`src/psum_settings.svh`:
```
`ifndef PSUM_SETTINGS_SVH
`define PSUM_SETTINGS_SVH

// Number of partial-sum lanes
`define PSUM_LANES 4

// Words held by each lane FIFO
`define PSUM_FIFO_DEPTH 8

// Words in the global buffer
`define PSUM_GLB_DEPTH 256

// Width of one data word
`define PSUM_DATA_W 32

`endif
```
`src/psum_pkg.sv`:
```
`default_nettype none

`include "psum_settings.svh"

package psum_pkg;

    typedef logic [`PSUM_DATA_W-1:0] psum_word_t;

    // Task strobes from the layer controller to one lane
    typedef struct packed {
        logic       need_pop;
        logic [4:0] pop_num;
        logic       fifo_reset;
    } psum_task_t;

    // Read request from one lane towards the GLB arbiter
    typedef struct packed {
        logic        req;
        logic [31:0] addr;
    } glb_req_t;

    // Completion report of one lane
    typedef struct packed {
        logic       valid;
        psum_word_t sum;
    } lane_result_t;

endpackage

`default_nettype wire

```
`src/psum_fifo.sv`:
```
`timescale 1ns/1ps
`default_nettype none

`include "psum_settings.svh"

module psum_fifo
    import psum_pkg::*;
(
    input  logic       clk,
    input  logic       rst_n,
    input  logic       clear_i,
    input  logic       push_i,
    input  psum_word_t push_data_i,
    input  logic       pop_i,
    output psum_word_t head_o,
    output logic       full_o,
    output logic       empty_o
);

    localparam int DEPTH = `PSUM_FIFO_DEPTH;
    localparam int PTR_W = $clog2(DEPTH);
    localparam int CNT_W = $clog2(DEPTH + 1);

    psum_word_t       mem [DEPTH];
    logic [PTR_W-1:0] wr_ptr_q;
    logic [PTR_W-1:0] rd_ptr_q;
    logic [CNT_W-1:0] count_q;
    logic             do_push;
    logic             do_pop;

    assign full_o  = (count_q == CNT_W'(DEPTH));
    assign empty_o = (count_q == '0);
    assign do_push = push_i && !full_o;
    assign do_pop  = pop_i && !empty_o;

    // Show-ahead head keeps the oldest word on the output
    assign head_o = mem[rd_ptr_q];

    always_ff @(posedge clk) begin
        if (do_push) begin
            mem[wr_ptr_q] <= push_data_i;
        end
    end

    always_ff @(posedge clk or negedge rst_n) begin
        if (!rst_n) begin
            wr_ptr_q <= '0;
            rd_ptr_q <= '0;
            count_q  <= '0;
        end else if (clear_i) begin
            wr_ptr_q <= '0;
            rd_ptr_q <= '0;
            count_q  <= '0;
        end else begin
            if (do_push) begin
                wr_ptr_q <= (wr_ptr_q == PTR_W'(DEPTH - 1)) ? '0 : wr_ptr_q + 1'b1;
            end
            if (do_pop) begin
                rd_ptr_q <= (rd_ptr_q == PTR_W'(DEPTH - 1)) ? '0 : rd_ptr_q + 1'b1;
            end
            // Simultaneous push and pop leaves the count alone
            if (do_push && !do_pop) begin
                count_q <= count_q + 1'b1;
            end else if (do_pop && !do_push) begin
                count_q <= count_q - 1'b1;
            end
        end
    end

endmodule

`default_nettype wire

```
`config.mk`:
```
export PLATFORM = sky130hd
export DESIGN_NAME = psum_fifo
export DESIGN_NICKNAME = d
export VERILOG_FILES = /design/src/psum_pkg.sv /design/src/psum_fifo.sv
export VERILOG_INCLUDE_DIRS = /design/src
export SDC_FILE = /design/constraint.sdc
export NUM_CORES = 1
export LEC_CHECK = 0
export BUFFER_PORTS_ARGS = -buffer_cell sky130_fd_sc_hd__buf_4
export CORE_MARGIN = 5
export CORE_UTILIZATION = 35
export CTS_BUF_LIST = sky130_fd_sc_hd__clkbuf_8 sky130_fd_sc_hd__clkbuf_16
export CTS_CLUSTER_DIAMETER = 50
export DETAILED_ROUTE_END_ITERATION = 7
export PLACE_DENSITY_LB_ADDON = 0.25
export REMOVE_ABC_BUFFERS = 1
export SKIP_CTS_REPAIR_TIMING = 1
export SYNTH_ARGS = -nofsm -noshare
export SYNTH_HDL_FRONTEND = slang
export SYNTH_SLANG_ARGS = --single-unit
```
`constraint.sdc`:
```
create_clock -name clk -period 9.6 [get_ports clk]
set_clock_uncertainty 0.2 [all_clocks]
set_input_delay 1.92 -clock clk [delete_from_list [all_inputs] [get_ports clk]]
set_output_delay 1.92 -clock clk [all_outputs]
set_load 0.01 [all_outputs]
```
==> reports/results.txt <==
Num Clock Sinks - 266
IO Port Bufs - 70
Dpl cell area - 11370 um2
Syn Inst Count - 454
Hold path cells - 2
Final setup violating endpoints - 0
First-pass GRT wire length - 31620 um
Die area - 33170 um2
Synth warnings - 0
Critical Path Start Type - register
Worst R2R End - count_q[3]$_DFFE_PN0P_
Design Power - 3.038 mW
Grt total ovfl - 0
Vias post-DR - 4738
Netlist Area Pre-Place - 10370 um2
DR iter-0 viols - 361
Initial core utilization - 0.3518
Max VDD drop - 0.1622 mV
Synth unique cells - 34
GRT Util Overall - 0.1242
Clk pin slew, worst setup/hold paths - 0.06 ns
Reg2reg setup slack - 6.74 ns
Critical-path maximum fanout - 36
Status - finished clean
Share of layout cells above drive strength 1 - 0.4117
Final core occ - 0.4175
Detail Route Antenna Nets - 0
Die H - 182.1 um
Pint - 2.277 mW
Hold Vio Cnt, Final - 0
Maximum clock insertion buffer count - 3
Worst hold endpoint - wr_ptr_q[1]$_DFFE_PN0P_
Min-delay src - wr_ptr_q[1]$_DFFE_PN0P_
GPL Wtd Cong - 0.6540
Max Cap Viol - 0
Worst-Margin Slew - 1.050 ns
RSZ-0062 raised after global routing - false
TritonCTS clock tree - built
Residual DRC - 0
P_sw - 0.7616 mW
Final period util - 0.5533
Via count of the first global-routing pass - 5273
Fmax - 188.3 MHz
H-Tree Depth - 1
Sequential power share - 0.468
Vias/cell - 4.956
Arrival @ worst endpoint - 3.19 ns
Clock Power Share - 0.348
Combinational Power Share - 0.184
Period minus WS final - 5.311 ns
Number of antenna violations at the first check in global routing - 3
Yosys reg bits - 266
Switching share of power - 0.2507
Synth-to-Final Area Change - 18.68%
Synth Area per Inst - 22.84 um2
Worst r2r src - count_q[0]$_DFFE_PN0P_
Crit path capture type - output port
Horiz. Die Dim - 182.1 um
WL/cell - 21.62 um
Drt first pass iters - 4
Seq/Total Area, Yosys - 0.7654
Final worst slack - 4.289 ns
Worst Reg-to-Reg Cells - 7
Worst setup path class - register to output port
CTS buffer count - 30
CP Data Required Time - 7.48 ns
Post-DP HPWL - 11290 um
Wirelength, routed - 20670 um
Final instance area - 12310 um2
Max-slew headroom at the worst pin - 0.3002
Hold Crit Class - register to register
P_leak - 4.009 nW
Setup TNS - 0 ns
Pre-CTS setup slack - 4.739 ns
Slew Viols, Final - 0
Rows - 63
CTS Root Cell - clkbuf_16
FFs w/ async S/R, synth - 0.03759
Fin nets - 586
# IOs - 71
Dominant synthesized flop cell - edfxtp_1
Core Area - 29480 um2
Clock latency at the later pin of the worst-skew pair - 0.53 ns
P per Cell Area - 246.9 nW/um2
Antenna fix cells - 0
Pin count of the biggest net entering global routing - 67
EDFF count, synth - 256
-- worst max-delay path, stage by stage, from the launching register on --
cell and delay [ns]:
dfrtp_4 0.91, buf_4 0.66, mux4_2 0.58, mux2_2 0.33
buf_4 0.16
-- synth_stat cells (2+ instances only) --
library cell,number,area [um2]
ha_1,6,75.07
nand2b_1,2,12.51
mux2i_1,4,40.04
inv_1,4,15.01
xnor2_1,2,17.52
buf_1,5,18.77
mux2_2,32,360.4
nand2_1,6,22.52
nand3_1,5,25.02
nor2_1,9,33.78
buf_2,4,20.02
edfxtp_1,256,7687
buf_6,6,67.56
a21oi_1,6,30.03
clkbuf_1,7,26.28
a211oi_2,2,25.02
nor3b_1,2,15.01
mux4_2,64,1441
dfrtp_1,10,250.2
nor4_1,2,12.51
nor3_1,7,35.03
-- worst max path at each step --
stage	start	to	slack, ns
6_report	rd_ptr_q[0]$_DFFE_PN0P_	head_o[2]	4.29
5_1_grt	rd_ptr_q[0]$_DFFE_PN0P_	head_o[2]	4.01
3_5_place_dp	rd_ptr_q[0]$_DFFE_PN0P_	head_o[2]	4.74
4_1_cts	rd_ptr_q[0]$_DFFE_PN0P_	head_o[5]	4.17
2_1_floorplan	push_i	mem[0][0]$_DFFE_PP_	3.85
3_3_place_gp	rd_ptr_q[0]$_DFFE_PN0P_	head_o[2]	4.77
-- registers in the layout (all words and copies together), names as in the netlist --
name / flops
rd_ptr_q: 3
mem: 256
wr_ptr_q: 3
count_q: 4
-- placed cells by master, fill, tap and decap left out, types with 2 or more instances in the layout --
master	instances
nand3_1	5
a211oi_2	2
nor2_4	3
clkinv_2	4
xnor2_1	2
mux2i_1	4
nor2_1	6
clkbuf_16	31
ha_1	6
clkinv_4	2
nor3_2	4
mux2_2	32
nor3b_1	2
dfrtp_1	7
clkinv_1	4
edfxtp_1	256
nand2_1	6
inv_1	14
buf_4	79
nor3_1	3
dfrtp_4	2
mux4_2	64
nand2b_1	2
a21oi_1	6
inv_6	3
-- stage by stage --
| step | cells | hold slack (ns) |
|---|---|---|
| after detailed placement | 900 | 0.4353 |
| after CTS | 956 | 0.4429 |
| after global placement | 900 | 0.4216 |
| after global routing | 956 | 0.4898 |
| final | 956 | 0.4420 |
| after floorplan | 431 | 0.3668 |
-- power by group through the flow --
stage / sequential [mW] / combinational, mW / clock [mW]
final: 1.42 / 0.559 / 1.06
after global routing: 1.43 / 0.610 / 1.13
after CTS: 1.43 / 0.576 / 1.08
after detailed placement: 1.45 / 0.573 / 0
after global placement: 1.45 / 0.562 / 0
after floorplan: 1.44 / 0.365 / 0
-- logic make-up (layout without fill, tap and decap cells) --
group / after synthesis / after routing / share of synthesized area
flip-flops: 266 / 266 / 0.7654
multiplexers: 100 / 100 / 0.1776
AND/OR/NAND/NOR: 37 / 37 / 0.01846
buffers and inverters: 28 / 140 / 0.01581
AO/OA/AOI/OAI: 14 / 14 / 0.01182
adder cells (fa/ha/maj): 7 / 7 / 0.009170
XOR/XNOR: 2 / 2 / 0.001689
-- cell type report --
class | instances | area [um2]
fillers | 2590 | 17170
multi-input cells | 160 | 2317
flip-flops and latches | 266 | 7946
well taps | 390 | 488.0
repair buffers | 79 | 593.1
clock inverters | 24 | 148.9
clock buffers | 32 | 789.5
inverters | 5 | 23.77
-- per-layer routing --
metal  GRT usage  part of all wire  vias to the layer above
met5           0            0.0026                        -
met4     0.02702             0.015                        6
met3     0.02910             0.050                       38
met2      0.2088              0.49                      106
met1      0.1662              0.44                     2499
li1            -                 -                     2089
Note: power is estimated with default switching activity, not from simulation.
