[src/psum_settings.svh]
`ifndef PSUM_SETTINGS_SVH
`define PSUM_SETTINGS_SVH

// Number of partial-sum lanes
`define PSUM_LANES 4

// Words held by each lane FIFO
`define PSUM_FIFO_DEPTH 8

// Words in the global buffer
`define PSUM_GLB_DEPTH 256

// Width of one data word
`define PSUM_DATA_W 32

`endif
[src/psum_pkg.sv]
`default_nettype none

`include "psum_settings.svh"

package psum_pkg;

    typedef logic [`PSUM_DATA_W-1:0] psum_word_t;

    // Task strobes from the layer controller to one lane
    typedef struct packed {
        logic       need_pop;
        logic [4:0] pop_num;
        logic       fifo_reset;
    } psum_task_t;

    // Read request from one lane towards the GLB arbiter
    typedef struct packed {
        logic        req;
        logic [31:0] addr;
    } glb_req_t;

    // Completion report of one lane
    typedef struct packed {
        logic       valid;
        psum_word_t sum;
    } lane_result_t;

endpackage

`default_nettype wire

[src/psum_accumulator.sv]
`timescale 1ns/1ps
`default_nettype none

`include "psum_settings.svh"

module psum_accumulator
    import psum_pkg::*;
(
    input  logic                           clk,
    input  logic                           rst_n,
    input  logic [`PSUM_LANES-1:0]         pop_i,
    input  psum_word_t [`PSUM_LANES-1:0]   head_i,
    input  logic [`PSUM_LANES-1:0]         idle_i,
    output lane_result_t [`PSUM_LANES-1:0] result_o
);

    localparam int LANES = `PSUM_LANES;

    psum_word_t [LANES-1:0] acc_q;
    psum_word_t [LANES-1:0] res_sum_q;
    logic [LANES-1:0]       idle_q;
    logic [LANES-1:0]       valid_q;
    logic [LANES-1:0]       done;

    // Task finished when idle goes high
    assign done = idle_i & ~idle_q;

    always_ff @(posedge clk or negedge rst_n) begin
        if (!rst_n) begin
            acc_q   <= '0;
            idle_q  <= '1;
            valid_q <= '0;
        end else begin
            idle_q  <= idle_i;
            valid_q <= done;
            for (int l = 0; l < LANES; l++) begin
                if (done[l]) begin
                    acc_q[l] <= '0;
                end else if (pop_i[l]) begin
                    acc_q[l] <= acc_q[l] + head_i[l];
                end
            end
        end
    end

    // Snapshot of the finished sum
    always_ff @(posedge clk) begin
        for (int l = 0; l < LANES; l++) begin
            if (done[l]) begin
                res_sum_q[l] <= acc_q[l];
            end
        end
    end

    for (genvar g = 0; g < LANES; g++) begin : g_result
        assign result_o[g].valid = valid_q[g];
        assign result_o[g].sum   = res_sum_q[g];
    end

endmodule

`default_nettype wire

[config.mk]
export PLATFORM = sky130hd
export DESIGN_NAME = psum_accumulator
export DESIGN_NICKNAME = d
export VERILOG_FILES = /design/src/psum_pkg.sv /design/src/psum_accumulator.sv
export VERILOG_INCLUDE_DIRS = /design/src
export SDC_FILE = /design/constraint.sdc
export NUM_CORES = 1
export LEC_CHECK = 0
export ABC_CLOCK_PERIOD_IN_PS = 3200
export BUFFER_PORTS_ARGS = -buffer_cell sky130_fd_sc_hd__buf_2
export CAP_MARGIN = 20
export CORE_MARGIN = 2
export CORE_UTILIZATION = 57
export CTS_CLUSTER_SIZE = 20
export DETAILED_ROUTE_END_ITERATION = 8
export PLACE_DENSITY = 0.88
export SKIP_CTS_REPAIR_TIMING = 1
export SYNTH_ARGS = -nofsm -noshare
export SYNTH_HDL_FRONTEND = slang
export SYNTH_SLANG_ARGS = --single-unit
[constraint.sdc]
create_clock -name clk -period 3.2 [get_ports clk]
set_input_delay 0.32 -clock clk [delete_from_list [all_inputs] [get_ports clk]]
set_output_delay 0.32 -clock clk [all_outputs]
set_load 0.03 [all_outputs]
==> metrics, run 1 <==
status finished clean; vias in the first global route approximately 12000; GR Overflow Total 0; H-tree depth 1; Setup Skew 11.44 ps; # rows 60; final hold vios 0; Reg2Reg Launch Point acc_q[49]; routability congestion estimate between 0.9 and 1; area of the multi-input gates between 7000 and 8000 um2; YS warnings 0; drt total wl approximately 37000 um; Area after DPL approximately 17000 um2; syn_nets ~1700; r2r worst-path depth 11; worst hold path cell count 4; vias per inst 5.924; Clock Power Share 20.2%; first-pass GRT wire length 59330 um; CP top delay family compound AO/OA/AOI/OAI gates; R2R Path End acc_q[62]; Initial DRC Count ~780; post-route cell area 18390 um2; Routed Antenna Nets 0; worst slack, placed -116.2 ps; CTS tree built; critical path arrival 3500 ps; R2R Setup Slk roughly 120 ps; Clock Tree Root clkbuf_16; Comb power frac ~48%; Hold Crit Class input port to flop; core outline area approximately 27000 um2; critical path, cell by cell ha_1 > and3_1 > a211oi_1 > a311oi_1 > a2111oi_1 > a21oi_1 > o41ai_2 > o21ai_1 > a31oi_1 > xor2_1 > a21oi_1; die width around 170 um; synth unique cells 73; post-synthesis sequential area ratio a little under half; Worst Path Required 3620 ps; area leader, netlist edfxtp_1; Slowest cell on crit path a2111oi_1; Worst Setup End Kind flop; Main synth FF type dfrtp_1; fin nets 1989; Syn Std Cell Area approximately 15000 um2; Slew Limit Fails 0; Die Span Y 168.1 um; routed len/inst roughly 18 um; GRT Total Usage 25.42%; max_cap viols 0; Max VDD drop around 0.56 mV; total number of vias between 10000 and 15000; Post-synth EDFFs 128; initial core utilization between 50% and 60%; endpoints failing setup 0; initial antenna violation count 4; Leak Pwr a little under 0.009 uW; cells after synthesis ~1400; worst slew pin tran between 700 and 800 ps; synth top area cells edfxtp_1 (25%), dfrtp_1 (22%), ha_1 (10%), mux2i_1 (5.7%), nor2_1 (4.2%); area grow syn2layout 19.80%; share of cells above drive strength 1 approximately 22%; Worst Min Path Start head_i[64]; Int Power 10420 uW; register area 7252 um2; clock tree buffer depth 3; Remaining DRCs 0; number of I/O port buffers 269; NetSw between 6000 and 7000 uW; Hold Path End acc_q[64]; Fill cells 1880; Slew Limit Headroom approximately half; Pwr Density around 940 nW/um2; Fin Hold WS around 150 ps; sw frac around 39%; Yosys top cell area share approximately a quarter; Crit Path Max Fanout 7; fmax 324.2 MHz; Total Neg Setup Slack 0 ps; final setup slack of the worst path 115.7 ps; CP Depth 11; crit path launch type flop; Crit path top cell by count a21oi_1; max incr delay on CP 410 ps; DRT Pass-1 Iters 6; minimum clock period 3084 ps; part of the cycle the worst path needs a little over nine tenths; dpl hpwl approximately 26000 um; final core occ slightly below 70%; clock sinks between 200 and 300; #FFs+latches synth 264; sequential share of power between 30% and 40%; Die Footprint between 20000 and 30000 um2; CP bufs+invs 0; clock-pin slew on the worst setup and hold paths 60 ps; Inserted Clock Buffers 30; worst skew pair latency 550 ps; largest net degree at the start of global routing between 70 and 80; # IOs between 200 and 300; Crit Path Category flop to flop; Async SR Flop Fraction 51.52%; Synth Area per Inst ~11 um2
[worst register-to-register path, delay by kind of cell, from the launching register on]
family / cells / cell delay [ps]
AOI/OAI and AO/OA: 8 / 1790
DFF: 1 / 400
adders and majority gates: 1 / 380
and+or+nand+nor: 1 / 220
xor gates and xnor gates: 1 / 170
[power by group through the flow]
stage / Sequential, uW / Clock, uW / Combinational [uW]
after CTS: 5420 / 3540 / 8040
after detailed placement: 5460 / 0 / 7940
final: 5420 / 3480 / 8310
after global routing: 5540 / 3670 / 9160
after global placement: 5410 / 0 / 7620
after floorplan: 5700 / 0 / 5820
[state kept, by name (all words and copies together) (netlist names)]
signal / flops
acc_q: 128
valid_q: 4
idle_q: 4
result_o: 128
[kinds of logic after synthesis]
group	after synthesis	synth area share, %
xor gates and xnor gates	104	5.935
AOI/OAI and AO/OA	370	16.10
muxes	90	5.886
buffers and inverters	80	1.956
DFF	264	47.25
adders and majority gates	128	10.63
and+or+nand+nor	396	12.24
[cells in the final DEF, fill, tap and decap left out, types with 24 or more instances in the layout]
master,netlist,layout
a21o_1,60,60
nand2_1,77,77
inv_1,31,30
nor2_1,171,171
ha_1,124,122
buf_2,0,268
mux2i_1,88,88
xor2_1,35,35
a21oi_1,101,100
clkbuf_16,0,31
edfxtp_1,128,128
o21ai_0,61,59
xnor2_1,69,69
a211oi_1,24,24
nand3_1,27,26
buf_4,0,30
dfrtp_1,132,132
[routing by layer]
metal | track usage [%] | vias to the layer above | wire [um] | part of all wire [%]
met5 | 0 | - | 36 | 0.097
met3 | 4.890 | 73 | 2608 | 7.0
met4 | 6.522 | 6 | 852 | 2.3
met2 | 43.69 | 470 | 17990 | 49
li1 | - | 5885 | - | -
met1 | 33.35 | 5941 | 15570 | 42
[how the worst max path moves through the flow]
| stage | startpoint | endpoint |
|---|---|---|
| floorplan | acc_q[7] | acc_q[31] |
| global placement | head_i[0] | acc_q[28] |
| global route | acc_q[68] | acc_q[92] |
| CTS | acc_q[0] | acc_q[28] |
| detailed placement | head_i[0] | acc_q[28] |
| finish | acc_q[49] | acc_q[62] |
[through the flow]
stage / cells / total power [uW]
detailed placement: 2020 / 13410
global route: 2089 / 18370
floorplan: 1432 / 11520
global placement: 2020 / 13030
finish: 2089 / 17210
CTS: 2076 / 17010
[cells in the mapped netlist (8+ instances only)]
cell	number
nand3b_1	14
a31oi_1	12
dfrtp_1	132
o21ai_0	61
inv_1	31
o21a_1	12
buf_1	8
ha_1	124
nand2_1	77
xor2_1	35
mux2i_1	88
xnor2_1	69
nand3_1	27
nand2b_1	15
nor2_1	171
clkbuf_1	39
o21ai_1	10
nor3_1	17
a21o_1	60
a211oi_1	24
nor2b_1	19
edfxtp_1	128
o211ai_1	8
nand4_1	10
o21bai_1	14
a21oi_1	101
[final cells by class]
cell class | instances | share of cell area [%]
sequential | 264 | 39.44
timing repair buffer | 306 | 9.071
tap | 341 | 2.320
multi-input combinational | 1088 | 43.02
inverter | 33 | 0.6737
clock buffer | 39 | 4.491
clock inverter | 17 | 0.9731
antenna | 1 | 0.01361
No activity file was read; power rests on OpenSTA's default activity.
==> run 2, diff against run 1 <==
Settings changed: ABC_AREA from default to 1, ABC_CLOCK_PERIOD_IN_PS 3200 to 3380, CORE_UTILIZATION 57 to 59, PLACE_DENSITY 0.88 to 0.89.
Clock period 3.2 ns to 3.38 ns, I/O delays scaled along.
==> metrics, run 2 <==
status finished clean; Worst Min Path Start head_i[32]; # rows 64 (+6.7%); Remaining DRCs 0 (unchanged); most frequent cells in the layout nand2_1 (1115), inv_1 (474), buf_2 (268); final core occ 69.34% (+0.54 points); Die Footprint 32320 um2 (+14%); share of cells above drive strength 1 13.43% (-8.7 points); Async SR Flop Fraction 51.52% (unchanged); r2r worst-path depth 13 (+2); Worst Setup End Kind flop; Crit Path Category flop to flop; critical path, cell by cell ha_1 > inv_1 > fa_1 > inv_1 > nand3_1 > nand3_1 > nand2_1 > nand2_1 > nand2_1 > nand3_1 > nand2_1 > nand3_1 > nand2_1; post-route cell area 21160 um2 (+15%); Finished Layout Cells 3369 (+61%); Crit Path Max Fanout 4 (-3); fmax 466.9 MHz (+44%); Worst Path Required 3830 ps (+210 ps); Yosys top cell area share 22.95% (-2.1 points); placed insts 3309 (+64%); core outline area 30510 um2 (+14%); routed len/inst 14.79 um (-17%); # IOs 270 (unchanged); Initial DRC Count 1356 (+73%); most frequent cells after synthesis nand2_1 (1115), inv_1 (474), nor2_1 (175); Crit path top cell by count nand2_1; R2R Setup Slk 1240 ps (+1120 ps); CTS tree built; R2R Path End acc_q[24]; clock sinks 264 (unchanged); Max VDD drop 0.6071 mV (+7.9%); Post-synth EDFFs 128 (unchanged); YS warnings 0 (unchanged); Hold Crit Class input port to flop; initial core utilization 59.76% (+2.3 points); synth unique cells 31 (-58%); final hold vios 0 (unchanged); Pwr Density 830.9 nW/um2 (-11%); total number of vias 17760 (+43%); Clock Tree Root clkbuf_16; cells after synthesis 2654 (+85%); RSZ-0062 raised after global routing false; Reg2Reg Launch Point acc_q[0]; worst skew pair latency 560 ps (about the same); area grow syn2layout 16.04%; worst slew pin tran 832.1 ps (+57.13 ps); syn_nets 2920 (+72%); post-synthesis sequential area ratio 39.77% (-7.5 points); Setup Skew 14.80 ps (+3.360 ps); GRT Total Usage 30.58% (+5.2 points); Routed Antenna Nets 0 (unchanged); Main synth FF type dfrtp_1; crit path to acc_q[24]; max incr delay on CP 390 ps (-20 ps); #FFs+latches synth 264 (unchanged); vias per inst 5.270 (-11%); initial antenna violation count 3 (-1); GR Overflow Total 0 (unchanged); Slew Limit Headroom 44.47% (-3.9 points); dominant cell by count in the synthesized netlist nand2_1; Die Span Y 179.8 um (+7.0%); minimum clock period 2142 ps (-942.4 ps); synth top area cells nand2_1 (23%), edfxtp_1 (21%), dfrtp_1 (18%), inv_1 (9.8%), ha_1 (8.5%); Total Neg Setup Slack 0 ps (unchanged); clock tree buffer depth 3 (unchanged); Leak Pwr 0.01215 uW (+40%); number of I/O port buffers 269 (unchanged); critical path arrival 2590 ps (-910 ps); Slew Limit Fails 0 (unchanged); commonest non-fill, non-tap cell in the layout nand2_1; Area after DPL 20140 um2 (+17%); Slowest cell on crit path fa_1; area leader, netlist nand2_1; Synth Area per Inst 6.870 um2 (-36%); DRT Pass-1 Iters 6 (unchanged); fin nets 3215 (+62%); die width 179.8 um (+7.0%); worst setup path start acc_q[0]; H-tree depth 1 (unchanged); dpl hpwl 38200 um (+45%); vias in the first global route 16810 (+39%); Inserted Clock Buffers 29 (-3.3%); clock-pin slew on the worst setup and hold paths 60 ps (about the same); max_cap viols 0 (unchanged); endpoints failing setup 0 (unchanged); Fill cells 2590 (+38%); drt total wl 49840 um (+34%); part of the cycle the worst path needs 63.37% (-33 points); crit path launch type flop; first-pass GRT wire length 81720 um (+38%); routability congestion estimate 0.9693 (+5.9%); Syn Std Cell Area 18230 um2 (+19%); largest net degree at the start of global routing 63 (-11%)
run 2: changes by cell type in the layout (fill, tap and decap cells not counted), moves of 19 or more:
cell      before   now
nand2_2        0    22
a211oi_1      24     0
a21oi_1      100   119
a21o_1        60     4
mux2i_1       88     0
inv_1         30   474
nand3_1       26   153
xnor2_1       69     4
xor2_1        35     4
nand2_1       77  1115
run 2: where the power goes:
group	leakage (uW)	internal, uW	switching (uW)	total, uW
Clock	0.000480	1910	1290	3200
Sequential	0.00295	4520	732	5250
Combinational	0.00873	2980	6150	9130
run 2: cell families (layout without fill, tap and decap cells):
kind of cell             after synthesis  in the layout  share of synthesized area (%)
adder cells (fa/ha/maj)              128            128                          8.949
AO/OA/AOI/OAI                        219            219                          6.588
XOR/XNOR                               8              8                         0.3843
other                                  0              2                              0
AND/OR/NAND/NOR                     1529           1529                          33.85
buffers and inverters                506            823                          10.45
flip-flops                           264            264                          39.77
run 2: area by class of cell:
| type | instances | area [um2] | share of cell area, % |
|---|---|---|---|
| well taps | 396 | 495.5 | 2.342 |
| clock buffers | 44 | 872.1 | 4.122 |
| clock inverters | 9 | 92.59 | 0.4376 |
| diodes | 2 | 5.005 | 0.02366 |
| inverters | 482 | 1809 | 8.552 |
| flip-flops and latches | 264 | 7252 | 34.28 |
| repair buffers | 288 | 1520 | 7.186 |
| multi-input cells | 1884 | 9110 | 43.06 |
run 2: how the worst min path moves through the flow:
stage / slack [ps] / cells past startpoint / to
after floorplan: 40 / 0 / acc_q[0]
after global placement: 380 / 1 / acc_q[39]
after detailed placement: 390 / 1 / acc_q[39]
after CTS: -210 / 1 / acc_q[39]
after global routing: 140 / 3 / acc_q[96]
final: 140 / 3 / acc_q[32]
run 2: per-stage QoR:
step / power [uW] / hold slack, ps / setup WS [ps]
after floorplan: 11800 / 42.41 / 662.9
after global placement: 13900 / 378.8 / 1289
after detailed placement: 14200 / 385.1 / 1240
after CTS: 17480 / -206.1 / 1276
after global routing: 19070 / 141.0 / 1004
final: 17580 / 136.8 / 1238
run 2: critical path: cells and delay by family (launching register included):
kind	cells	cell delay (ps)
buf+inv	2	220
simple gates	9	780
fa+ha+maj	2	630
flops	1	370
run 2: layer usage:
| metal | vias up | global-route usage (%) | part of all wire, % |
|---|---|---|---|
| met5 | - | 0 | 0.028 |
| met4 | 2 | 9.463 | 3.2 |
| met3 | 107 | 4.984 | 8.0 |
| met2 | 723 | 51.20 | 46 |
| met1 | 8059 | 40.85 | 43 |
| li1 | 8864 | - | - |
