===== config.mk =====
export PLATFORM = sky130hd
export DESIGN_NAME = glb_read_arbiter
export DESIGN_NICKNAME = d
export VERILOG_FILES = /design/src/psum_pkg.sv /design/src/glb_read_arbiter.sv
export VERILOG_INCLUDE_DIRS = /design/src
export SDC_FILE = /design/constraint.sdc
export NUM_CORES = 1
export LEC_CHECK = 0
export ABC_AREA = 1
export BUFFER_PORTS_ARGS = -buffer_cell sky130_fd_sc_hd__buf_2
export CORE_ASPECT_RATIO = 0.75
export CORE_MARGIN = 1.5
export CORE_UTILIZATION = 46
export CTS_CLUSTER_DIAMETER = 150
export CTS_CLUSTER_SIZE = 14
export DETAILED_ROUTE_END_ITERATION = 6
export PLACE_DENSITY = 0.8
export SLEW_MARGIN = 0
export SYNTH_ARGS = -nofsm -noshare
export SYNTH_HDL_FRONTEND = slang
export SYNTH_SLANG_ARGS = --single-unit

===== constraint.sdc =====
create_clock -name clk -period 2.5 [get_ports clk]
set_input_delay 0.125 -clock clk [delete_from_list [all_inputs] [get_ports clk]]
set_output_delay 0.125 -clock clk [all_outputs]
set_load 0.05 [all_outputs]

===== src/psum_settings.svh =====
`ifndef PSUM_SETTINGS_SVH
`define PSUM_SETTINGS_SVH

// Number of partial-sum lanes
`define PSUM_LANES 4

// Words held by each lane FIFO
`define PSUM_FIFO_DEPTH 8

// Words in the global buffer
`define PSUM_GLB_DEPTH 256

// Width of one data word
`define PSUM_DATA_W 32

`endif

===== src/psum_pkg.sv =====
`default_nettype none

`include "psum_settings.svh"

package psum_pkg;

    typedef logic [`PSUM_DATA_W-1:0] psum_word_t;

    // Task strobes from the layer controller to one lane
    typedef struct packed {
        logic       need_pop;
        logic [4:0] pop_num;
        logic       fifo_reset;
    } psum_task_t;

    // Read request from one lane towards the GLB arbiter
    typedef struct packed {
        logic        req;
        logic [31:0] addr;
    } glb_req_t;

    // Completion report of one lane
    typedef struct packed {
        logic       valid;
        psum_word_t sum;
    } lane_result_t;

endpackage

`default_nettype wire


===== src/glb_read_arbiter.sv =====
`timescale 1ns/1ps
`default_nettype none

`include "psum_settings.svh"

module glb_read_arbiter
    import psum_pkg::*;
(
    input  logic                     clk,
    input  logic                     rst_n,
    input  glb_req_t [`PSUM_LANES-1:0] req_i,
    output logic [`PSUM_LANES-1:0]   permit_o,
    output logic [31:0]              rd_addr_o
);

    localparam int LANES = `PSUM_LANES;
    localparam int IDX_W = (LANES > 1) ? $clog2(LANES) : 1;

    logic [IDX_W-1:0] ptr_q;
    logic [IDX_W-1:0] grant_idx;
    logic             found;

    // First requester at or after the pointer wins
    always_comb begin
        int unsigned cand;
        permit_o  = '0;
        rd_addr_o = '0;
        grant_idx = ptr_q;
        found     = 1'b0;
        for (int i = 0; i < LANES; i++) begin
            cand = (ptr_q + i) % LANES;
            if (!found && req_i[cand].req) begin
                found           = 1'b1;
                grant_idx       = cand[IDX_W-1:0];
                permit_o[cand]  = 1'b1;
                rd_addr_o       = req_i[cand].addr;
            end
        end
    end

    // Move past the granted lane
    always_ff @(posedge clk or negedge rst_n) begin
        if (!rst_n) begin
            ptr_q <= '0;
        end else if (found) begin
            if (grant_idx == IDX_W'(LANES - 1)) begin
                ptr_q <= '0;
            end else begin
                ptr_q <= grant_idx + 1'b1;
            end
        end
    end

endmodule

`default_nettype wire


==> summary.md, run 1 <==
| Metric | Value |
|---|---|
| Outcome | `finished, final reports clean` |
| I/O pin cnt | `170` |
| Pre-Repair DR Iteration Count | `6` |
| Proportion of netlist area held by the largest area contributor | `0.2595` |
| Global Route Usage Sum | `0.2761` |
| Setup bufs post-CTS | `0` |
| Max Clk Rate | `412.5 MHz` |
| Routed metal-1 wire length | `5977 um` |
| Number of enable flip-flop cells after synthesis | `0` |
| Slowest stage delay, CP | `510 ps` |
| Clk buf depth | `2` |
| Mapped Nets | `1,013` |
| Area contributors post-synth | `o21ai_0 26%, nand2_1 24%, nor2_1 12%, inv_1 6.7%, o211ai_1 6.0%` |
| CP Cell Sequence | `inv_4 -> ha_4 -> inv_4 -> nand3_1 -> nand2_2 -> nand3_2 -> inv_2 -> buf_12 -> o211ai_1 -> nand4_1 -> buf_6` |
| Mapped cell area | `4030 um^2` |
| Weighted congestion at the end of routability-driven global placement | `0.8684` |
| Critical path launch point type | `register` |
| Area inside the core boundary | `8491 um^2` |
| Number of remaining DRC errors | `0` |
| Share of synthesized registers carrying an async set or reset | `1.000` |
| Maximum number of pins on one net before global-route repair | `101` |
| Fraction of layout cells with a size suffix above 1 | `0.2187` |
| Critical path data required time | `2380 ps` |
| Die Height | `84.06 um` |
| Library cells used by synthesis | `26` |
| Post-route antenna net violation count | `0` |
| Number of synthesized register bits | `2` |
| Standard cell with the maximum stage delay on the critical path | `dfrtp_4` |
| Filler cell count in the final layout | `870` |
| Share of the clock period used by the worst path | `0.9698` |
| Post-synthesis sequential area ratio | `0.01242` |
| Cell type contributing the most total cell area after synthesis | `o21ai_0` |
| Violation count after the first detailed-routing iteration | `716` |
| Clock transition at path regs | `30 ps` |
| Mean instance size in the synthesized netlist | `4.611 um^2` |
| Placed wire-length estimate after detailed placement | `9542 um` |
| Final-report hold violation count | `0` |
| Met3 wire len | `1356 um` |
| Grt total ovfl | `0` |
| Max-cap violation count | `0` |
| Top library cells by usage in the layout, fill and taps aside | `261 x nand2_1, 208 x o21ai_0, 135 x buf_2, 129 x nor2_1, 70 x inv_1` |
| Number of standard cells after synthesis | `874` |
| Synthesis-to-finish area growth | `29.59%` |
| RSZ-0062 raised after global routing | `true` |
| Port-buffer cells | `169` |
| Most common cell after layout, fill and taps aside | `nand2_1` |
| Endpoints failing setup | `0` |
| Number of clock buffers inserted by TritonCTS | `3` |
| Max transition margin | `0.5974` |
| Wire length of the first global-routing pass | `22,280 um` |
| Starting Density | `0.4747` |
| Clock sink count | `2` |
| Final number of max-transition violations | `0` |
| CP max FO | `21` |
| Most flops, register | `ptr_q` |
| Vias in the first global route | `5,060` |
| Endpoint class of the critical path | `output port` |
| H-Tree Depth | `1` |
| Total length of routed wires | `13,590 um` |
| Flip-flop count of the largest register, all copies and words added | `2` |
| Final-stage net count | `1,138` |
| Via/cell ratio | `5.412` |
| CTS tree | `yes` |
| Routed wire length on met2 | `6127 um` |
| Classification of the worst setup path | `register to output port` |
| Fin Hold WS | `225.1 ps` |
| Critical path's most frequent cell | `inv_4` |
| Measured slew at the worst slew-check pin | `603.9 ps` |
| Number of antenna violations at the first check in global routing | `0` |
| Clock latency on the worst-skew pair | `220 ps` |
| Registers with the highest flip-flop counts | `ptr_q x2` |
| Time the final worst path needs with I/O delays and setup | `2424 ps` |
| Class of the most critical hold timing path | `input port to asynchronous set/reset pin` |
| Average routed wire per standard cell | `12.30 um` |
| Worst-case clock skew | `3.146 ps` |
| Crit path DAT | `2300 ps` |
| Cell area after layout | `5223 um^2` |
| Number of cell rows | `29` |
| Die width | `111.1 um` |
| Utilization of the core after routing | `0.6151` |
| Count of yosys warnings during synthesis | `0` |
| Final antenna diode count | `0` |
| Most instantiated flip-flop cell in the synthesis netlist | `dfrtp_1` |
| DR top layer | `met4` |
| Routed vias | `5,980` |
| Die Area | `9337 um^2` |
| Placed Instance Area | `4865 um^2` |
| Clock root buffer master | `clkbuf_16` |
==> per-stage QoR <==
step	std cells	worst slack, ps	TNS, ps
after global placement	1099	101.0	0
after detailed placement	1099	50.41	0
after global routing	1105	-20.94	-112.7
after CTS	1104	28.07	0
after floorplan	874	7.933	0
final	1105	75.57	0
==> cell usage after synthesis (2+ instances only) <==
cell type  count
nand2_1      263
o21ai_0      209
nor2_1       129
inv_1         72
clkbuf_1      39
nand4_1       32
o211ai_1      32
o21ai_1       20
buf_2         19
nand3_1       16
buf_6          8
a21oi_1        6
ha_1           5
inv_2          4
clkbuf_2       3
nand2_2        3
o22ai_1        3
buf_1          2
dfrtp_1        2
==> cell type report <==
type                    instances  area (um^2)  area share
clock buffers                   3        75.07     0.01437
inverters                      77        311.5     0.05966
multi-input cells             723         3359      0.6433
flip-flops and latches          2        55.05     0.01054
well taps                     108        135.1     0.02587
repair buffers                192         1286      0.2463
==> worst paths after layout <==
path,from,to,slack [ps],cells after the start
worst max-delay path,ptr_q[0],rd_addr_o[11],80,11
worst min-delay path,rst_n,ptr_q[1],230,2
worst max register to register,ptr_q[0],ptr_q[1],380,13
worst min register to register,ptr_q[1],ptr_q[1],740,3
max in group asynchronous,rst_n,ptr_q[0],2160,2
min in group clk,req_i[32],ptr_q[1],580,8
==> critical path: cells and delay by family (launching register included) <==
kind | cells | cell delay (ps)
adder cells (fa/ha/maj) | 1 | 240
flip-flops | 1 | 510
AO/OA/AOI/OAI | 1 | 100
buffers and inverters | 5 | 710
AND/OR/NAND/NOR | 4 | 510
==> cell families (layout without fill, tap and decap cells) <==
| logic type | after synthesis | in the layout | synth area share |
|---|---|---|---|
| AOI/OAI and AO/OA | 270 | 270 | 0.3561 |
| adders and majority gates | 5 | 5 | 0.01552 |
| buffers and inverters | 149 | 272 | 0.1621 |
| DFF | 2 | 2 | 0.01242 |
| and+or+nand+nor | 448 | 448 | 0.4539 |
==> layer usage <==
layer	track usage	up-vias
met1	0.3624	2548
met4	0.06904	0
li1	-	3122
met3	0.05229	12
met2	0.4663	298
met5	0	-
==> what timing repair did <==
item | CTS | global route
cloned | 1 | 1
hold buffers | 1 | 0
setup endpoints to repair | 36 | 36
pin swaps | 1 | 6
hold endpoints to repair | 2 | 0
gates resized for setup | 44 | 27
Power of run 1 is left out: the tool's default activity adds up to more than one toggle a clock period on the data nets, which glitch-free logic cannot reach.
==> run 2: changes to the inputs <==
--- a/config.mk
+++ b/config.mk
@@ -8,7 +8,6 @@
 export LEC_CHECK = 0
 export ABC_AREA = 1
 export BUFFER_PORTS_ARGS = -buffer_cell sky130_fd_sc_hd__buf_2
-export CORE_ASPECT_RATIO = 0.75
 export CORE_MARGIN = 1.5
 export CORE_UTILIZATION = 46
 export CTS_CLUSTER_DIAMETER = 150
==> run 2 against run 1 <==
Final area shrank 1.1%. Non-clock buffer count grew 2. Fmax increased by 1.8%. Count of clock-buffer cells in the layout stayed put. Sequential share of layout area barely moved. Global-route usage fell by 1.4 points. Die area about the same. Hold slack better by 33 ps. Worst setup slack improved by 43 ps. Critical path type unchanged. Highest routed layer unchanged.
==> summary.md, run 2 (same netlist as run 1, synthesis figures left out) <==
| Metric | Value |
|---|---|
| Average routed wire per standard cell | `12.07 um` |
| Minimum setup slack after placement | `186.9 ps` |
| Final-report hold violation count | `0` |
| Pre-Repair DR Iteration Count | `6` |
| Clk buf depth | `2` |
| Via/cell ratio | `5.380` |
| Worst-case clock skew | `0.6725 ps` |
| Most common cell after layout, fill and taps aside | `nand2_1` |
| Clock transition at path regs | `30 ps` |
| Critical path data required time | `2380 ps` |
| Most flops, register | `ptr_q` |
| I/O pin cnt | `170` |
| Family with the most delay on the worst path | `buffers and inverters` |
| Top library cells by usage in the layout, fill and taps aside | `262 x nand2_1, 208 x o21ai_0, 133 x buf_2, 129 x nor2_1, 71 x inv_1` |
| Vias in the first global route | `4,992` |
| Weighted congestion at the end of routability-driven global placement | `0.8620` |
| Routed vias | `5,939` |
| Measured slew at the worst slew-check pin | `511.5 ps` |
| Utilization of the core after routing | `0.6193` |
| Crit path DAT | `2260 ps` |
| Endpoint of the lowest-slack register-to-register path | `ptr_q[1]` |
| CTS tree | `yes` |
| Violation count after the first detailed-routing iteration | `395` |
| Global Route Usage Sum | `0.2617` |
| Die Height | `96.60 um` |
| Starting Density | `0.4832` |
| Critical path launch point type | `register` |
| Sequential cell area | `55.05 um^2` |
| Dpl cells | `1,097` |
| Maximum number of pins on one net before global-route repair | `139` |
| Post-route antenna net violation count | `0` |
| Final-stage net count | `1,140` |
| Final worst setup slack | `118.9 ps` |
| Area inside the core boundary | `8341 um^2` |
| Wire length of the first global-routing pass | `21,560 um` |
| Slowest stage delay, CP | `520 ps` |
| Crit path to | `rd_addr_o[22]` |
| Standard cell with the maximum stage delay on the critical path | `dfrtp_4` |
| Synthesis-to-finish area growth | `28.16%` |
| Time the final worst path needs with I/O delays and setup | `2381 ps` |
| Outcome | `finished, final reports clean` |
| Setup TNS | `0 ps` |
| Cell depth of the worst setup path | `12` |
| Number of cell rows | `33` |
| Worst R2R Start | `ptr_q[0]` |
| Final number of max-transition violations | `0` |
| Filler cell count in the final layout | `812` |
| Clock root buffer master | `clkbuf_8` |
| CP max FO | `25` |
| Grt total ovfl | `0` |
| RSZ-0062 raised after global routing | `false` |
| Count of buffering cells on the critical path with inverters included | `6` |
| Total length of routed wires | `13,330 um` |
| Port-buffer cells | `169` |
| Register-to-register setup slack | `520 ps` |
| Share of the clock period used by the worst path | `0.9524` |
| Endpoint class of the critical path | `output port` |
| Die Area | `9332 um^2` |
| H-Tree Depth | `1` |
| Count of non-filler cells in the finished layout | `1,104` |
| CP Cell Sequence | `inv_4 -> buf_8 -> nand2_1 -> nand3_1 -> nand2_2 -> buf_6 -> nand2_4 -> inv_2 -> buf_12 -> o21ai_0 -> nand4_1 -> buf_4` |
| Multi-input gate area | `3364 um^2` |
| Die width | `96.60 um` |
| Max Clk Rate | `420.0 MHz` |
| Setup crit start | `ptr_q[0]` |
| Clock sink count | `2` |
| Final antenna diode count | `0` |
| Endpoints failing setup | `0` |
| Max-cap violation count | `0` |
| Number of antenna violations at the first check in global routing | `0` |
| Class of the most critical hold timing path | `input port to asynchronous set/reset pin` |
| Number of remaining DRC errors | `0` |
| Number of clock buffers inserted by TritonCTS | `3` |
| Registers with the highest flip-flop counts | `ptr_q x2` |
| Classification of the worst setup path | `register to output port` |
| Placed wire-length estimate after detailed placement | `9540 um` |
| Flip-flop count of the largest register, all copies and words added | `2` |
| Reg2Reg Depth | `14` |
| Max transition margin | `0.6590` |
| Clock latency on the worst-skew pair | `230 ps` |
| Fraction of layout cells with a size suffix above 1 | `0.2182` |
run 2: cell count changes in the layout (fill, tap and decap cells not counted), moves of 2 or more:
cell       delta
buf_4        +15
buf_6        -15
buf_12        +3
clkbuf_16     -3
buf_2         -2
clkbuf_4      +2
clkbuf_8      +2
run 2: metal layers:
metal	routed length, um	vias up	GRT usage
met3	1105	27	0.02384
met4	240	0	0.07135
met5	0	-	0
li1	-	3126	-
met2	6213	291	0.4588
met1	5767	2495	0.3411
run 2: metrics by stage:
| stage | hold slack (ps) | cell area, um^2 |
|---|---|---|
| 2_1_floorplan | -170.6 | 4101 |
| 3_3_place_gp | -77.34 | 4868 |
| 3_5_place_dp | -75.93 | 4868 |
| 4_1_cts | 226.3 | 4974 |
| 5_1_grt | 269.4 | 5165 |
| 6_report | 257.8 | 5165 |
run 2: worst min-delay path by stage:
stage                      from        to  slack, ps  cells after the start
after global routing      rst_n  ptr_q[0]        270                      2
after detailed placement  rst_n  ptr_q[0]        -80                      1
after global placement    rst_n  ptr_q[0]        -80                      1
after floorplan           rst_n  ptr_q[0]       -170                      0
after CTS                 rst_n  ptr_q[1]        230                      2
final                     rst_n  ptr_q[0]        260                      2
run 2: area by class of cell:
class,instances,share of cell area
multi-input combinational,723,0.6514
timing repair buffer,194,0.2447
inverter,77,0.05984
tap,105,0.02544
sequential,2,0.01066
clock buffer,3,0.007994
run 2: repair_timing:
action | 4_1_cts | 5_1_grt
setup endpoints to repair | 33 | 36
gates resized for setup | 21 | 58
pin swaps | 0 | 3
hold endpoints to repair | 2 | 0
buffers inserted | 0 | 2
hold buffers | 1 | 0
gates cloned | 0 | 1
Power of run 2 is left out for the same reason.
==> run 3: changes to the inputs <==
--- a/config.mk
+++ b/config.mk
@@ -7,8 +7,9 @@
 export NUM_CORES = 1
 export LEC_CHECK = 0
 export ABC_AREA = 1
+export ABC_CLOCK_PERIOD_IN_PS = 2500
 export BUFFER_PORTS_ARGS = -buffer_cell sky130_fd_sc_hd__buf_2
-export CORE_MARGIN = 1.5
+export CORE_MARGIN = 3
 export CORE_UTILIZATION = 46
 export CTS_CLUSTER_DIAMETER = 150
 export CTS_CLUSTER_SIZE = 14
==> run 3 against run 2 <==
Sequential share of layout area about the same. Routed wire length grew 3.0%. Clock skew is 3.9 ps higher. Final area fell by 0.15%. Worst setup slack lost 15 ps. Flip-flop and latch count stayed put. Critical path depth is 1 higher. Core utilization shrank 0.39 points. Fmax fell by 0.64%. Final cell count is the same. Global-route usage decreased by 1.1 points. Highest routed layer unchanged.
==> summary.md, run 3 (same netlist as run 1, synthesis figures left out) <==
| Metric | Value |
|---|---|
| Final worst setup slack | `103.6 ps` |
| Clk buf depth | `2` |
| Average routed wire per standard cell | `12.43 um` |
| Starting Density | `0.4808` |
| Clock sink count | `2` |
| Pre-Repair DR Iteration Count | `5` |
| Max Clk Rate | `417.3 MHz` |
| Measured slew at the worst slew-check pin | `726.4 ps` |
| Top library cells by usage in the layout, fill and taps aside | `263 x nand2_1, 208 x o21ai_0, 135 x buf_2, 129 x nor2_1, 71 x inv_1` |
| Die width | `99.60 um` |
| Total length of routed wires | `13,730 um` |
| Crit path DAT | `2270 ps` |
| Registers with the highest flip-flop counts | `ptr_q x2` |
| Placed Instance Area | `4848 um^2` |
| Number of cell rows | `33` |
| Global Route Usage Sum | `0.2507` |
| Final number of max-transition violations | `0` |
| Standard cell with the maximum stage delay on the critical path | `dfrtp_4` |
| Endpoints failing setup | `0` |
| Clock root buffer master | `clkbuf_8` |
| Class of the most critical hold timing path | `input port to asynchronous set/reset pin` |
| Outcome | `finished, final reports clean` |
| Most flops, register | `ptr_q` |
| Clock transition at path regs | `30 ps` |
| CP Cell Sequence | `inv_4 -> buf_12 -> nand2_1 -> nand3_1 -> nand2_1 -> buf_4 -> inv_1 -> buf_12 -> nand2_1 -> o21ai_0 -> a21oi_1 -> o21ai_2 -> buf_4` |
| Worst-case clock skew | `4.603 ps` |
| Critical path's most frequent cell | `nand2_1` |
| Filler cell count in the final layout | `836` |
| Time the final worst path needs with I/O delays and setup | `2396 ps` |
| Flip-flop count of the largest register, all copies and words added | `2` |
| Weighted congestion at the end of routability-driven global placement | `0.8534` |
| Max-cap violation count | `0` |
| Max transition margin | `0.5157` |
| H-Tree Depth | `1` |
| I/O pin cnt | `170` |
| Die Area | `9920 um^2` |
| Fraction of layout cells with a size suffix above 1 | `0.2172` |
| Share of the clock period used by the worst path | `0.9585` |
| Vias in the first global route | `5,096` |
| Final-stage net count | `1,140` |
| Grt total ovfl | `0` |
| Count of buffering cells on the critical path with inverters included | `6` |
| Area inside the core boundary | `8382 um^2` |
| Critical path data required time | `2380 ps` |
| Via/cell ratio | `5.417` |
| Minimum setup slack after placement | `-24.23 ps` |
| Wire length of the first global-routing pass | `21,730 um` |
| Clock latency on the worst-skew pair | `220 ps` |
| Classification of the worst setup path | `register to output port` |
| Violation count after the first detailed-routing iteration | `329` |
| Critical path launch point type | `register` |
| Setup TNS | `0 ps` |
| Number of clock buffers inserted by TritonCTS | `3` |
| Port-buffer cells | `169` |
| Placed wire-length estimate after detailed placement | `9477 um` |
| Number of remaining DRC errors | `0` |
| Final-report hold violation count | `0` |
| Family with the most delay on the worst path | `buffers and inverters` |
| Die Height | `99.60 um` |
| Maximum number of pins on one net before global-route repair | `95` |
| CP max FO | `33` |
| Final antenna diode count | `0` |
| Fin Hold WS | `262.4 ps` |
| CTS tree | `yes` |
| Post-route antenna net violation count | `0` |
| Number of antenna violations at the first check in global routing | `0` |
| Most common cell after layout, fill and taps aside | `nand2_1` |
| Slowest stage delay, CP | `510 ps` |
| Synthesis-to-finish area growth | `27.97%` |
| Endpoint class of the critical path | `output port` |
| Cell area after layout | `5157 um^2` |
| Routed vias | `5,980` |
==> run 3: cell count changes in the layout (fill, tap and decap cells not counted), sizes merged <==
| cell | before | now |
|---|---|---|
| buf | 189 | 191 |
| clkinv | 0 | 2 |
| clkbuf | 7 | 4 |
| inv | 77 | 76 |
==> run 3: area by class of cell <==
cell class	count	area (um^2)	area share
Multi-Input combinational cell	723	3354	0.6504
Timing Repair inverter	1	11.26	0.002183
Sequential cell	2	55.05	0.01067
Tap cell	105	131.4	0.02547
Inverter	77	319.1	0.06186
Timing Repair Buffer	193	1245	0.2414
Clock buffer	3	41.29	0.008006
==> run 3: path summary, 6_finish.rpt <==
path,to,cells past startpoint,slack (ps),start
hold / removal,ptr_q[1],2,260,rst_n
setup reg to reg,ptr_q[1],13,360,ptr_q[0]
hold reg to reg,ptr_q[1],3,740,ptr_q[1]
max in group asynchronous,ptr_q[0],2,2110,rst_n
setup / recovery,permit_o[0],13,100,ptr_q[0]
min in group clk,ptr_q[1],8,650,req_i[65]
==> run 3: layer usage <==
metal  routed length, um  vias up  global-route usage
met5                   0        -                   0
met4                 144        0             0.05777
met3                1280       16             0.02735
met2                6368      269              0.4499
met1                5931     2568              0.3199
li1                    -     3127                   -
==> run 3: timing repair <==
action                     in CTS  in global routing
pin swaps                       0                  3
resized for setup              48                 20
hold buffers                    1                  0
hold endpoints to repair        2                  0
setup endpoints to repair      36                 36
cloned                          0                  2
setup buffers                   0                  2
==> run 3: metrics by stage <==
| step | util | instances |
|---|---|---|
| after CTS | 0.6004 | 1100 |
| final | 0.6153 | 1104 |
| after global placement | 0.5784 | 1096 |
| after detailed placement | 0.5784 | 1096 |
| after floorplan | - | 874 |
| after global routing | 0.6153 | 1104 |
Power of run 3 is left out for the same reason.
